===== config.mk =====
export PLATFORM = sky130hd
export DESIGN_NAME = butterfly_gs
export DESIGN_NICKNAME = d
export VERILOG_FILES = /design/src/stream_pkg.sv /design/src/mod_arith_pkg.sv /design/src/butterfly_gs.sv /design/src/mod_sub.sv /design/src/mod_add.sv /design/src/delay_side.sv
export SDC_FILE = /design/constraint.sdc
export NUM_CORES = 1
export LEC_CHECK = 0
export BUFFER_PORTS_ARGS = -buffer_cell sky130_fd_sc_hd__buf_2
export CORE_UTILIZATION = 39
export DETAILED_ROUTE_END_ITERATION = 10
export HOLD_SLACK_MARGIN = 0.1
export PLACE_DENSITY_LB_ADDON = 0.2
export SYNTH_ARGS = -nofsm -noshare
export SYNTH_HDL_FRONTEND = slang
export SYNTH_SLANG_ARGS = --single-unit

===== constraint.sdc =====
create_clock -name clk -period 4.65 [get_ports clk]
set_input_delay 0 -clock clk [delete_from_list [all_inputs] [get_ports clk]]
set_output_delay 0 -clock clk [all_outputs]
set_load 0.1 [all_outputs]

===== src/stream_pkg.sv =====
/* Stream side-data struct and the side-register reset encoding */

package stream_pkg;

  // ------------------------------------------------------------------------
  // Side data
  // ------------------------------------------------------------------------
  // Element index within the transform block
  localparam int IDX_W = 10;

  // Travels with each pair, leaves with its results
  typedef struct packed {
    logic [IDX_W-1:0] idx;
    logic             last;  // Final element of the block
  } side_t;

  // Flat width for the delay lines
  localparam int SIDE_W = $bits(side_t);

  // ------------------------------------------------------------------------
  // Side reset value select
  // ------------------------------------------------------------------------
  // Bit 0 resets to zero, bit 1 resets to one, neither means no reset
  localparam logic [1:0] RST_NONE = 2'b00;
  localparam logic [1:0] RST_ZERO = 2'b01;
  localparam logic [1:0] RST_ONE  = 2'b10;

endpackage


===== src/mod_arith_pkg.sv =====
/* Modulus-arithmetic defaults for the butterfly datapath,
   plus the operand pair and result pair structs */

package mod_arith_pkg;

  // ------------------------------------------------------------------------
  // Default sizing
  // ------------------------------------------------------------------------
  // One data word
  localparam int OP_W_DEF = 32;

  // Solinas prime 2^32 - 2^16 + 1, top bit set as the units require
  localparam logic [OP_W_DEF-1:0] MOD_M_DEF = 32'hFFFF_0001;

  // One register stage on each side of the combinational correction
  localparam bit IN_PIPE_DEF  = 1'b1;
  localparam bit OUT_PIPE_DEF = 1'b1;

  // ------------------------------------------------------------------------
  // Datapath words
  // ------------------------------------------------------------------------
  // Input pair, both in [0, MOD_M-1]
  typedef struct packed {
    logic [OP_W_DEF-1:0] a;
    logic [OP_W_DEF-1:0] b;
  } operand_t;

  // Butterfly outputs, (a + b) mod M and (a - b) mod M
  typedef struct packed {
    logic [OP_W_DEF-1:0] sum;
    logic [OP_W_DEF-1:0] diff;
  } result_t;

endpackage

===== src/butterfly_gs.sv =====
/* Butterfly top level, modular sum and difference of one operand pair
   with side data carried through the adder path */

module butterfly_gs #(
  parameter int              OP_W     = mod_arith_pkg::OP_W_DEF,
  parameter logic [OP_W-1:0] MOD_M    = mod_arith_pkg::MOD_M_DEF,
  parameter bit              IN_PIPE  = mod_arith_pkg::IN_PIPE_DEF,
  parameter bit              OUT_PIPE = mod_arith_pkg::OUT_PIPE_DEF
) (
  input  logic                   clk,
  input  logic                   arst_n,
  // Input pair stream
  input  logic                   in_avail,
  input  mod_arith_pkg::operand_t in_op,
  input  stream_pkg::side_t      in_side,
  // Result stream, IN_PIPE + OUT_PIPE cycles later
  output logic                   out_avail,
  output mod_arith_pkg::result_t out_res,
  output stream_pkg::side_t      out_side
);

  // ------------------------------------------------------------------------
  // Sum path, also owns strobe and side data
  // ------------------------------------------------------------------------
  mod_add #(
    .OP_W     (OP_W),
    .MOD_M    (MOD_M),
    .IN_PIPE  (IN_PIPE),
    .OUT_PIPE (OUT_PIPE),
    .SIDE_W   (stream_pkg::SIDE_W),
    .RST_SIDE (stream_pkg::RST_ZERO)
  ) add_i (
    .clk       (clk),
    .arst_n    (arst_n),
    .a         (in_op.a),
    .b         (in_op.b),
    .z         (out_res.sum),
    .in_avail  (in_avail),
    .out_avail (out_avail),
    .in_side   (in_side),
    .out_side  (out_side)
  );

  // ------------------------------------------------------------------------
  // Difference path
  // ------------------------------------------------------------------------
  // Same latency as the adder, so its strobe and side outputs are redundant
  // Strobe still fed in for the operand range check
  mod_sub #(
    .OP_W     (OP_W),
    .MOD_M    (MOD_M),
    .IN_PIPE  (IN_PIPE),
    .OUT_PIPE (OUT_PIPE),
    .SIDE_W   (0),
    .RST_SIDE (stream_pkg::RST_NONE)
  ) sub_i (
    .clk       (clk),
    .arst_n    (arst_n),
    .a         (in_op.a),
    .b         (in_op.b),
    .z         (out_res.diff),
    .in_avail  (in_avail),
    .out_avail (),
    .in_side   ('0),
    .out_side  ()
  );

endmodule


===== src/mod_sub.sv =====
/* Pipelined modular subtractor z = (a - b) mod MOD_M,
   with strobe and side data delayed alongside */

module mod_sub #(
  parameter int              OP_W     = mod_arith_pkg::OP_W_DEF,
  parameter logic [OP_W-1:0] MOD_M    = mod_arith_pkg::MOD_M_DEF,
  parameter bit              IN_PIPE  = mod_arith_pkg::IN_PIPE_DEF,
  parameter bit              OUT_PIPE = mod_arith_pkg::OUT_PIPE_DEF,
  parameter int              SIDE_W   = 1,
  parameter logic [1:0]      RST_SIDE = stream_pkg::RST_NONE
) (
  input  logic              clk,
  input  logic              arst_n,
  input  logic [OP_W-1:0]   a,
  input  logic [OP_W-1:0]   b,
  output logic [OP_W-1:0]   z,
  input  logic              in_avail,
  output logic              out_avail,
  input  logic [SIDE_W-1:0] in_side,
  output logic [SIDE_W-1:0] out_side
);

  // ------------------------------------------------------------------------
  // Stage 0, operand register and correction
  // ------------------------------------------------------------------------
  logic [OP_W-1:0]   s0_a;
  logic [OP_W-1:0]   s0_b;
  logic              s0_avail;
  logic [SIDE_W-1:0] s0_side;
  logic [OP_W:0]     s0_d;
  logic [OP_W-1:0]   s0_d_plus_m;
  logic [OP_W-1:0]   s0_z;

  generate
    if (IN_PIPE) begin : gen_in_pipe
      always_ff @(posedge clk) begin
        s0_a <= a;
        s0_b <= b;
      end
    end else begin : gen_in_comb
      assign s0_a = a;
      assign s0_b = b;
    end
  endgenerate

  delay_side #(
    .LATENCY  (IN_PIPE),
    .SIDE_W   (SIDE_W),
    .RST_SIDE (RST_SIDE)
  ) in_delay_i (
    .clk       (clk),
    .arst_n    (arst_n),
    .in_avail  (in_avail),
    .out_avail (s0_avail),
    .in_side   (in_side),
    .out_side  (s0_side)
  );

  // Extra top bit catches the borrow
  assign s0_d        = {1'b0, s0_a} - {1'b0, s0_b};
  // Wraps mod 2^OP_W back into [0, MOD_M-1]
  assign s0_d_plus_m = s0_d[OP_W-1:0] + MOD_M;
  assign s0_z        = s0_d[OP_W] ? s0_d_plus_m : s0_d[OP_W-1:0];

  // ------------------------------------------------------------------------
  // Stage 1, result register
  // ------------------------------------------------------------------------
  generate
    if (OUT_PIPE) begin : gen_out_pipe
      always_ff @(posedge clk) begin
        z <= s0_z;
      end
    end else begin : gen_out_comb
      assign z = s0_z;
    end
  endgenerate

  delay_side #(
    .LATENCY  (OUT_PIPE),
    .SIDE_W   (SIDE_W),
    .RST_SIDE (RST_SIDE)
  ) out_delay_i (
    .clk       (clk),
    .arst_n    (arst_n),
    .in_avail  (s0_avail),
    .out_avail (out_avail),
    .in_side   (s0_side),
    .out_side  (out_side)
  );

  // Single add-back only valid for reduced operands
  a_operand_range : assert property (@(posedge clk) disable iff (!arst_n)
    in_avail |-> (a < MOD_M) && (b < MOD_M))
    else $error("mod_sub: operand not below modulus");

endmodule


===== src/mod_add.sv =====
/* Pipelined modular adder z = (a + b) mod MOD_M,
   with strobe and side data delayed alongside */

module mod_add #(
  parameter int              OP_W     = mod_arith_pkg::OP_W_DEF,
  parameter logic [OP_W-1:0] MOD_M    = mod_arith_pkg::MOD_M_DEF,
  parameter bit              IN_PIPE  = mod_arith_pkg::IN_PIPE_DEF,
  parameter bit              OUT_PIPE = mod_arith_pkg::OUT_PIPE_DEF,
  parameter int              SIDE_W   = 1,
  parameter logic [1:0]      RST_SIDE = stream_pkg::RST_NONE
) (
  input  logic              clk,
  input  logic              arst_n,
  input  logic [OP_W-1:0]   a,
  input  logic [OP_W-1:0]   b,
  output logic [OP_W-1:0]   z,
  input  logic              in_avail,
  output logic              out_avail,
  input  logic [SIDE_W-1:0] in_side,
  output logic [SIDE_W-1:0] out_side
);

  // ------------------------------------------------------------------------
  // Stage 0, operand register and correction
  // ------------------------------------------------------------------------
  logic [OP_W-1:0]   s0_a;
  logic [OP_W-1:0]   s0_b;
  logic              s0_avail;
  logic [SIDE_W-1:0] s0_side;
  logic [OP_W:0]     s0_s;
  logic [OP_W:0]     s0_s_minus_m;
  logic [OP_W-1:0]   s0_z;

  generate
    if (IN_PIPE) begin : gen_in_pipe
      always_ff @(posedge clk) begin
        s0_a <= a;
        s0_b <= b;
      end
    end else begin : gen_in_comb
      assign s0_a = a;
      assign s0_b = b;
    end
  endgenerate

  delay_side #(
    .LATENCY  (IN_PIPE),
    .SIDE_W   (SIDE_W),
    .RST_SIDE (RST_SIDE)
  ) in_delay_i (
    .clk       (clk),
    .arst_n    (arst_n),
    .in_avail  (in_avail),
    .out_avail (s0_avail),
    .in_side   (in_side),
    .out_side  (s0_side)
  );

  // Full sum needs the carry bit, at most 2*MOD_M - 2
  assign s0_s         = {1'b0, s0_a} + {1'b0, s0_b};
  assign s0_s_minus_m = s0_s - {1'b0, MOD_M};
  // No borrow out of the subtraction means sum >= MOD_M
  assign s0_z = s0_s_minus_m[OP_W] ? s0_s[OP_W-1:0] : s0_s_minus_m[OP_W-1:0];

  // ------------------------------------------------------------------------
  // Stage 1, result register
  // ------------------------------------------------------------------------
  generate
    if (OUT_PIPE) begin : gen_out_pipe
      always_ff @(posedge clk) begin
        z <= s0_z;
      end
    end else begin : gen_out_comb
      assign z = s0_z;
    end
  endgenerate

  delay_side #(
    .LATENCY  (OUT_PIPE),
    .SIDE_W   (SIDE_W),
    .RST_SIDE (RST_SIDE)
  ) out_delay_i (
    .clk       (clk),
    .arst_n    (arst_n),
    .in_avail  (s0_avail),
    .out_avail (out_avail),
    .in_side   (s0_side),
    .out_side  (out_side)
  );

  // Correction is single-step, so operands must already be reduced
  a_operand_range : assert property (@(posedge clk) disable iff (!arst_n)
    in_avail |-> (a < MOD_M) && (b < MOD_M))
    else $error("mod_add: operand not below modulus");

endmodule


===== src/delay_side.sv =====
/* Strobe and side-data delay line, zero or one register stage,
   with the side reset value chosen by parameter */

module delay_side #(
  parameter bit         LATENCY  = 1'b1,
  parameter int         SIDE_W   = 1,
  parameter logic [1:0] RST_SIDE = stream_pkg::RST_NONE
) (
  input  logic              clk,
  input  logic              arst_n,
  input  logic              in_avail,
  output logic              out_avail,
  input  logic [SIDE_W-1:0] in_side,
  output logic [SIDE_W-1:0] out_side
);

  generate
    if (!LATENCY) begin : gen_pass
      // Zero depth, strobe and side go straight through
      assign out_avail = in_avail;
      assign out_side  = in_side;
    end else begin : gen_stage
      // Strobe always cleared by reset
      always_ff @(posedge clk or negedge arst_n) begin
        if (!arst_n) begin
          out_avail <= 1'b0;
        end else begin
          out_avail <= in_avail;
        end
      end

      // Side register, reset flavour picked by RST_SIDE
      if (RST_SIDE == stream_pkg::RST_ZERO) begin : gen_side_rst0
        always_ff @(posedge clk or negedge arst_n) begin
          if (!arst_n) begin
            out_side <= '0;
          end else begin
            out_side <= in_side;
          end
        end
      end else if (RST_SIDE == stream_pkg::RST_ONE) begin : gen_side_rst1
        always_ff @(posedge clk or negedge arst_n) begin
          if (!arst_n) begin
            out_side <= '1;
          end else begin
            out_side <= in_side;
          end
        end
      end else begin : gen_side_norst
        // Payload only, follows the strobe
        always_ff @(posedge clk) begin
          out_side <= in_side;
        end
      end
    end
  endgenerate

  // Upstream strobe must be clean once out of reset
  a_avail_known : assert property (@(posedge clk) disable iff (!arst_n)
    !$isunknown(out_avail))
    else $error("delay_side: out_avail unknown after reset");

endmodule


; Yosys cells after proc, flatten, opt, wreduce, memory -nomap -nowiden
; Cells that the tools add are included.
[word_totals]
reg_bits = 152
in_bits = 78
out_inout_bits = 76
word_cells = 14
[op_classes]
n_addsub = 4
muxes = 2
[ops]
columns = operator, count
row1 = $mux W32, 2
row2 = $add A32 B32 Y33, 1
row3 = $sub A32 B32 Y33, 1
row4 = $sub A33 B32 Y33 const B, 1
row5 = $add A32 B32 Y32 const B, 1

; Longest topological paths before layout
[depth]
depth_word = 3
depth_mapped = 16
ltp_nobuf = 15

; By module
; Synthesis repeated with hierarchy kept, for this count alone.
[hier_totals]
cells_unflattened = 1068
area_unflattened_um2 = 10396.2
[modules_own_cells]
columns = mod, n_inst, cells_each, area_per_inst_um2, seq_area_each_um2
row1 = mod_add, 1, 522, 4919.7, 1921.8
row2 = mod_sub, 1, 515, 4742.0, 1921.8
row3 = delay_side (add_i.in_delay_i ...), 2, 12, 300.3, 300.3
row4 = delay_side (sub_i.in_delay_i ...), 2, 3, 65.1, 65.1
row5 = butterfly_gs, 1, 1, 3.8, 0.0

; Least setup slack after synthesis
; No wires, ideal clock.
[synth_path]
path_type = flip-flop to flip-flop
start = reg sub_i.s0_b[0] (netlist name)
end = reg add_i.z[30]
setup_ns = 0.075
arrival_ns = 3.414
required_ns = 4.575
path_slack_ns = 1.161
stages_incl_launch_ff = 15
n_path_buf = 1
period_less_slack_ns = 3.489
path_cell_list = dfxtp_1 ha_1 fa_1 nand2b_1 a221oi_2 or4_1 a21boi_2 o21ai_0 xor2_1 nor3_1 a21boi_2 buf_2 nand2_1 or4_1 o21ai_0
[synth_lines]
columns = item, line_no
row1 = end signal: assignment, mod_add.sv:71  ; z <= s0_z;
row2 = end: declaration, mod_add.sv:16  ; output logic [OP_W-1:0] z,

; Worst setup path after layout
[layout_path]
start = reg sub_i.s0_a[0]
end = reg sub_i.z[20]
[layout_via]
elab_chain_len = 3
[layout_lines]
columns = item, line_no
row1 = start: declaration, mod_sub.sv:26  ; logic [OP_W-1:0] s0_a;
row2 = start signal: assignment, mod_sub.sv:37  ; s0_a <= a;
row3 = $sub A32 B32 Y33 (*), mod_sub.sv:60  ; assign s0_d = {1'b0, s0_a} - {1'b0, s0_b};
row4 = $add A32 B32 Y32, mod_sub.sv:62  ; assign s0_d_plus_m = s0_d[OP_W-1:0] + MOD_M;
row5 = $mux W32 (*), mod_sub.sv:63  ; assign s0_z = s0_d[OP_W] ? s0_d_plus_m : s0_d[OP_W-1:0];
row6 = via sub_i.s0_z[20], mod_sub.sv:32  ; logic [OP_W-1:0] s0_z;
row7 = end signal: assignment, mod_sub.sv:71  ; z <= s0_z;
row8 = end: declaration, mod_sub.sv:16  ; output logic [OP_W-1:0] z,
; Mark *: on every way through the listed nets, which the timed path passes. The rest lies on a longest branch.

==> results.toml <==
[run_status]
outcome = "finished clean"

[routing]
routedWlPerCell_um = 16.0
firstDrtPassIters = 5
drcViolationCount = 0
wirelength_um = 25600
drt_iter0_drc = 568
viasPerCell = 5.24
antenna_left = 0
vias = 8399

[sta]
hold_viol = 0
hold_slack_ns = 0.195
setup_ws_ns = 0.386
fin_skew_ns = 0.0124
grt_setup_unrepaired = "false"
max_slew_margin_pct = 33.2
setup_viol = 0
fmax_mhz = 235
drv_slew = 0
fin_crit_ns = 4.26
fin_tns_setup_ns = 0
fin_crit_sh_pct = 91.7
tightestPinTransition_ns = 0.999

[cells_and_area]
instances_no_fill = 1604
drive_gt1_share_pct = 21.1
nets = 1424
diodes = 0
syn_to_final_growth_pct = 28.5
fillers = 2176

[critical_path]
cp-end-kind = "flip-flop"
arrival_ns = 4.55
worst_ep_required_time_ns = 4.94
critPathLaunchType = "flip-flop"
critical_path_class = "reg -> reg"
cp_max_fo = 4

[placed_design]
dp.cells = 1494
place_ws_ns = 0.395
hpwl_um = 20300
port_buffers = 153
gp_congestion = 0.905

[logic_synthesis]
async_reset_ff_share_pct = 15.8
synth.most_common_cell = "dfxtp_1"
synthTopCellsByArea = "dfxtp_1 28%, ha_1 9.0%, xnor2_1 6.6%"
yosys-top-cells-count = "128 x dfxtp_1, 88 x nor2_1, 69 x xnor2_1, 66 x ha_1, 63 x inv_1"
syn_nets = 1177
yosys.area.top_type_share_pct = 27.9
yosysUniqueCellTypes = 94
syn-cell-area_mm2 = 0.00920
ys_seq_area_share_pct = 34.4
syn_avg_cell_area_um2 = 8.92
synth_top_area_cell = "dfxtp_1"
ys_ff_latch = 152
synth_flop_cell = "dfxtp_1"
yosys_warnings = 0
synth_edf_count = 0
syn_inst = 1031

[global_route]
grt_overflow = 0
grt_pass1_wl_um = 40700
grt_usage_pct = 21.5
antenna_found_initial = 0
grt_max_degree = 25
grt_pass1_vias = 7885

[power]
p_switching_mw = 2.42
power.leakage_nw = 5.13
p_clk_share_pct = 26.4
p_int_mw = 2.85
ir_worst_vdd_uv = 298
pwr-share-seq_pct = 29.1
p_total_mw = 5.27
combinationalPowerShare_pct = 44.5
p_per_area_mw_per_mm2 = 446
swShare_pct = 46.0

[floorplanning]
start_util_pct = 40.2
dieArea_mm2 = 0.0242
rows = 55
coreArea_mm2 = 0.0228
io_pins = 154
dieWidth_um = 156
fp.dieH_um = 156

[cts]
postCtsSetupBuffers = 0
root_buffer = "clkbuf_16"
path_clk_slew_ns = 0.07
cts_max_level = 4
cts_buffer_depth = 2
clk_latency_ns = 0.43
numCtsBuffers = 17
cts_sinks = 152
tritoncts = "built"

[worst_hold_path]
min_path_type = "in -> reg"

[job]
drv_cap = 0
## power by group through the flow
stage	combinational [mW]	sequential, mW	clock [mW]
floorplan	0.766	2.63	0
global placement	2.27	1.57	0
detailed placement	2.27	1.57	0
CTS	2.33	1.54	1.44
global route	2.46	1.56	1.49
finish	2.34	1.54	1.39
## cell type report
class                   count  area, um^2  share of cell area (%)
clock buffers              19         433                    3.67
well taps                 313         392                    3.32
clock inverters            13         159                    1.35
multi-input cells         771        5590                    47.4
inverters                  70         263                    2.22
flip-flops and latches    152        3160                    26.8
repair buffers            266        1810                    15.3
## flip-flops by register name (all words and copies together) (netlist names)
| signal | cells |
|---|---|
| add_i.in_delay_i.out_side | 11 |
| add_i.out_delay_i.out_avail | 1 |
| sub_i.s0_a | 32 |
| sub_i.z | 32 |
| add_i.z | 32 |
| add_i.out_delay_i.out_side | 11 |
| sub_i.s0_b | 32 |
| add_i.in_delay_i.out_avail | 1 |
## cells in the final DEF (no fill, tap or decap), types with 6 or more instances in the layout
cell	netlist	layout
nor2b_1	23	23
nor3_1	35	35
nand4_1	13	13
a21oi_1	54	54
xor2_1	32	32
o21ai_0	34	34
mux2i_1	11	11
dfrtp_1	24	24
xnor2_1	69	69
inv_1	63	63
nand4b_1	10	10
dfxtp_1	128	128
o21ai_1	7	7
nand2b_1	9	9
or2_2	9	9
buf_2	19	153
nor4_1	22	21
a221oi_1	8	8
o21a_1	8	8
a21o_1	12	12
or3_1	7	7
a211oi_1	11	11
and2_1	10	10
buf_4	3	35
nand3_1	18	18
o211ai_1	14	14
nand2_1	56	56
ha_1	66	65
o21bai_1	9	9
and3_1	10	10
nor2_1	88	88
clkbuf_16	0	17
inv_2	6	6
o31ai_1	8	8
dlygate4sd3_1	0	78
## worst max-delay path, stage by stage (launching register included)
cell and delay, ns:
dfxtp_1 0.32, inv_1 0.06, ha_1 0.17, inv_1 0.06
fa_1 0.41, buf_4 0.17, a211o_1 0.27, a21oi_1 0.39
nand4_1 0.23, nor3b_1 0.59, and3_1 0.29, nand3_1 0.21
o21ai_0 0.31, buf_4 0.19, nor3_1 0.06, xor2_1 0.39
## repair_timing
item | in CTS | in global routing
resized for setup | 0 | 2
setup endpoints to repair | 0 | 5
hold endpoints to repair | 100 | 0
hold buffers | 78 | 0
## metal layers
layer	part of all wire, %	global-route usage [%]	up-vias
met2	43	33.3	298
li1	-	-	4186
met4	1.6	6.40	0
met5	0	0	-
met3	5.6	3.44	30
met1	49	30.7	3885
## stage by stage
stage                     cell area (um^2)  utilization, %
after CTS                            11800            51.7
after floorplan                       9200               -
final                                11800            51.7
after global routing                 11800            51.7
after global placement               10400            45.7
after detailed placement             10400            45.7
## cell families (layout without fill, tap and decap cells)
family / count (synthesis) / in the layout / share of synthesized area, %
flops: 152 / 152 / 34.4
buf+inv: 108 / 368 / 4.87
fa+ha+maj: 68 / 68 / 9.42
simple gates: 351 / 351 / 21.6
compound gates: 239 / 239 / 18.8
xor+xnor: 101 / 101 / 9.62
mux: 12 / 12 / 1.32
## worst paths after layout
path / start / endpoint / slack, ns / cells past startpoint
worst max register to register: sub_i.s0_a[0]$_DFF_P_ / sub_i.z[20]$_DFF_P_ / 0.39 / 15
max in group asynchronous: arst_n / add_i.out_delay_i.out_side[3]$_DFF_PN0_ / 3.22 / 3
min in group asynchronous: arst_n / add_i.out_delay_i.out_side[2]$_DFF_PN0_ / 0.82 / 3
worst min register to register: add_i.in_delay_i.out_side[4]$_DFF_PN0_ / add_i.out_delay_i.out_side[4]$_DFF_PN0_ / 0.35 / 0
worst max-delay path: sub_i.s0_a[0]$_DFF_P_ / sub_i.z[20]$_DFF_P_ / 0.39 / 15
worst min-delay path: in_op[41] / sub_i.s0_a[9]$_DFF_P_ / 0.19 / 2
No activity file was read; power rests on OpenSTA's default activity.
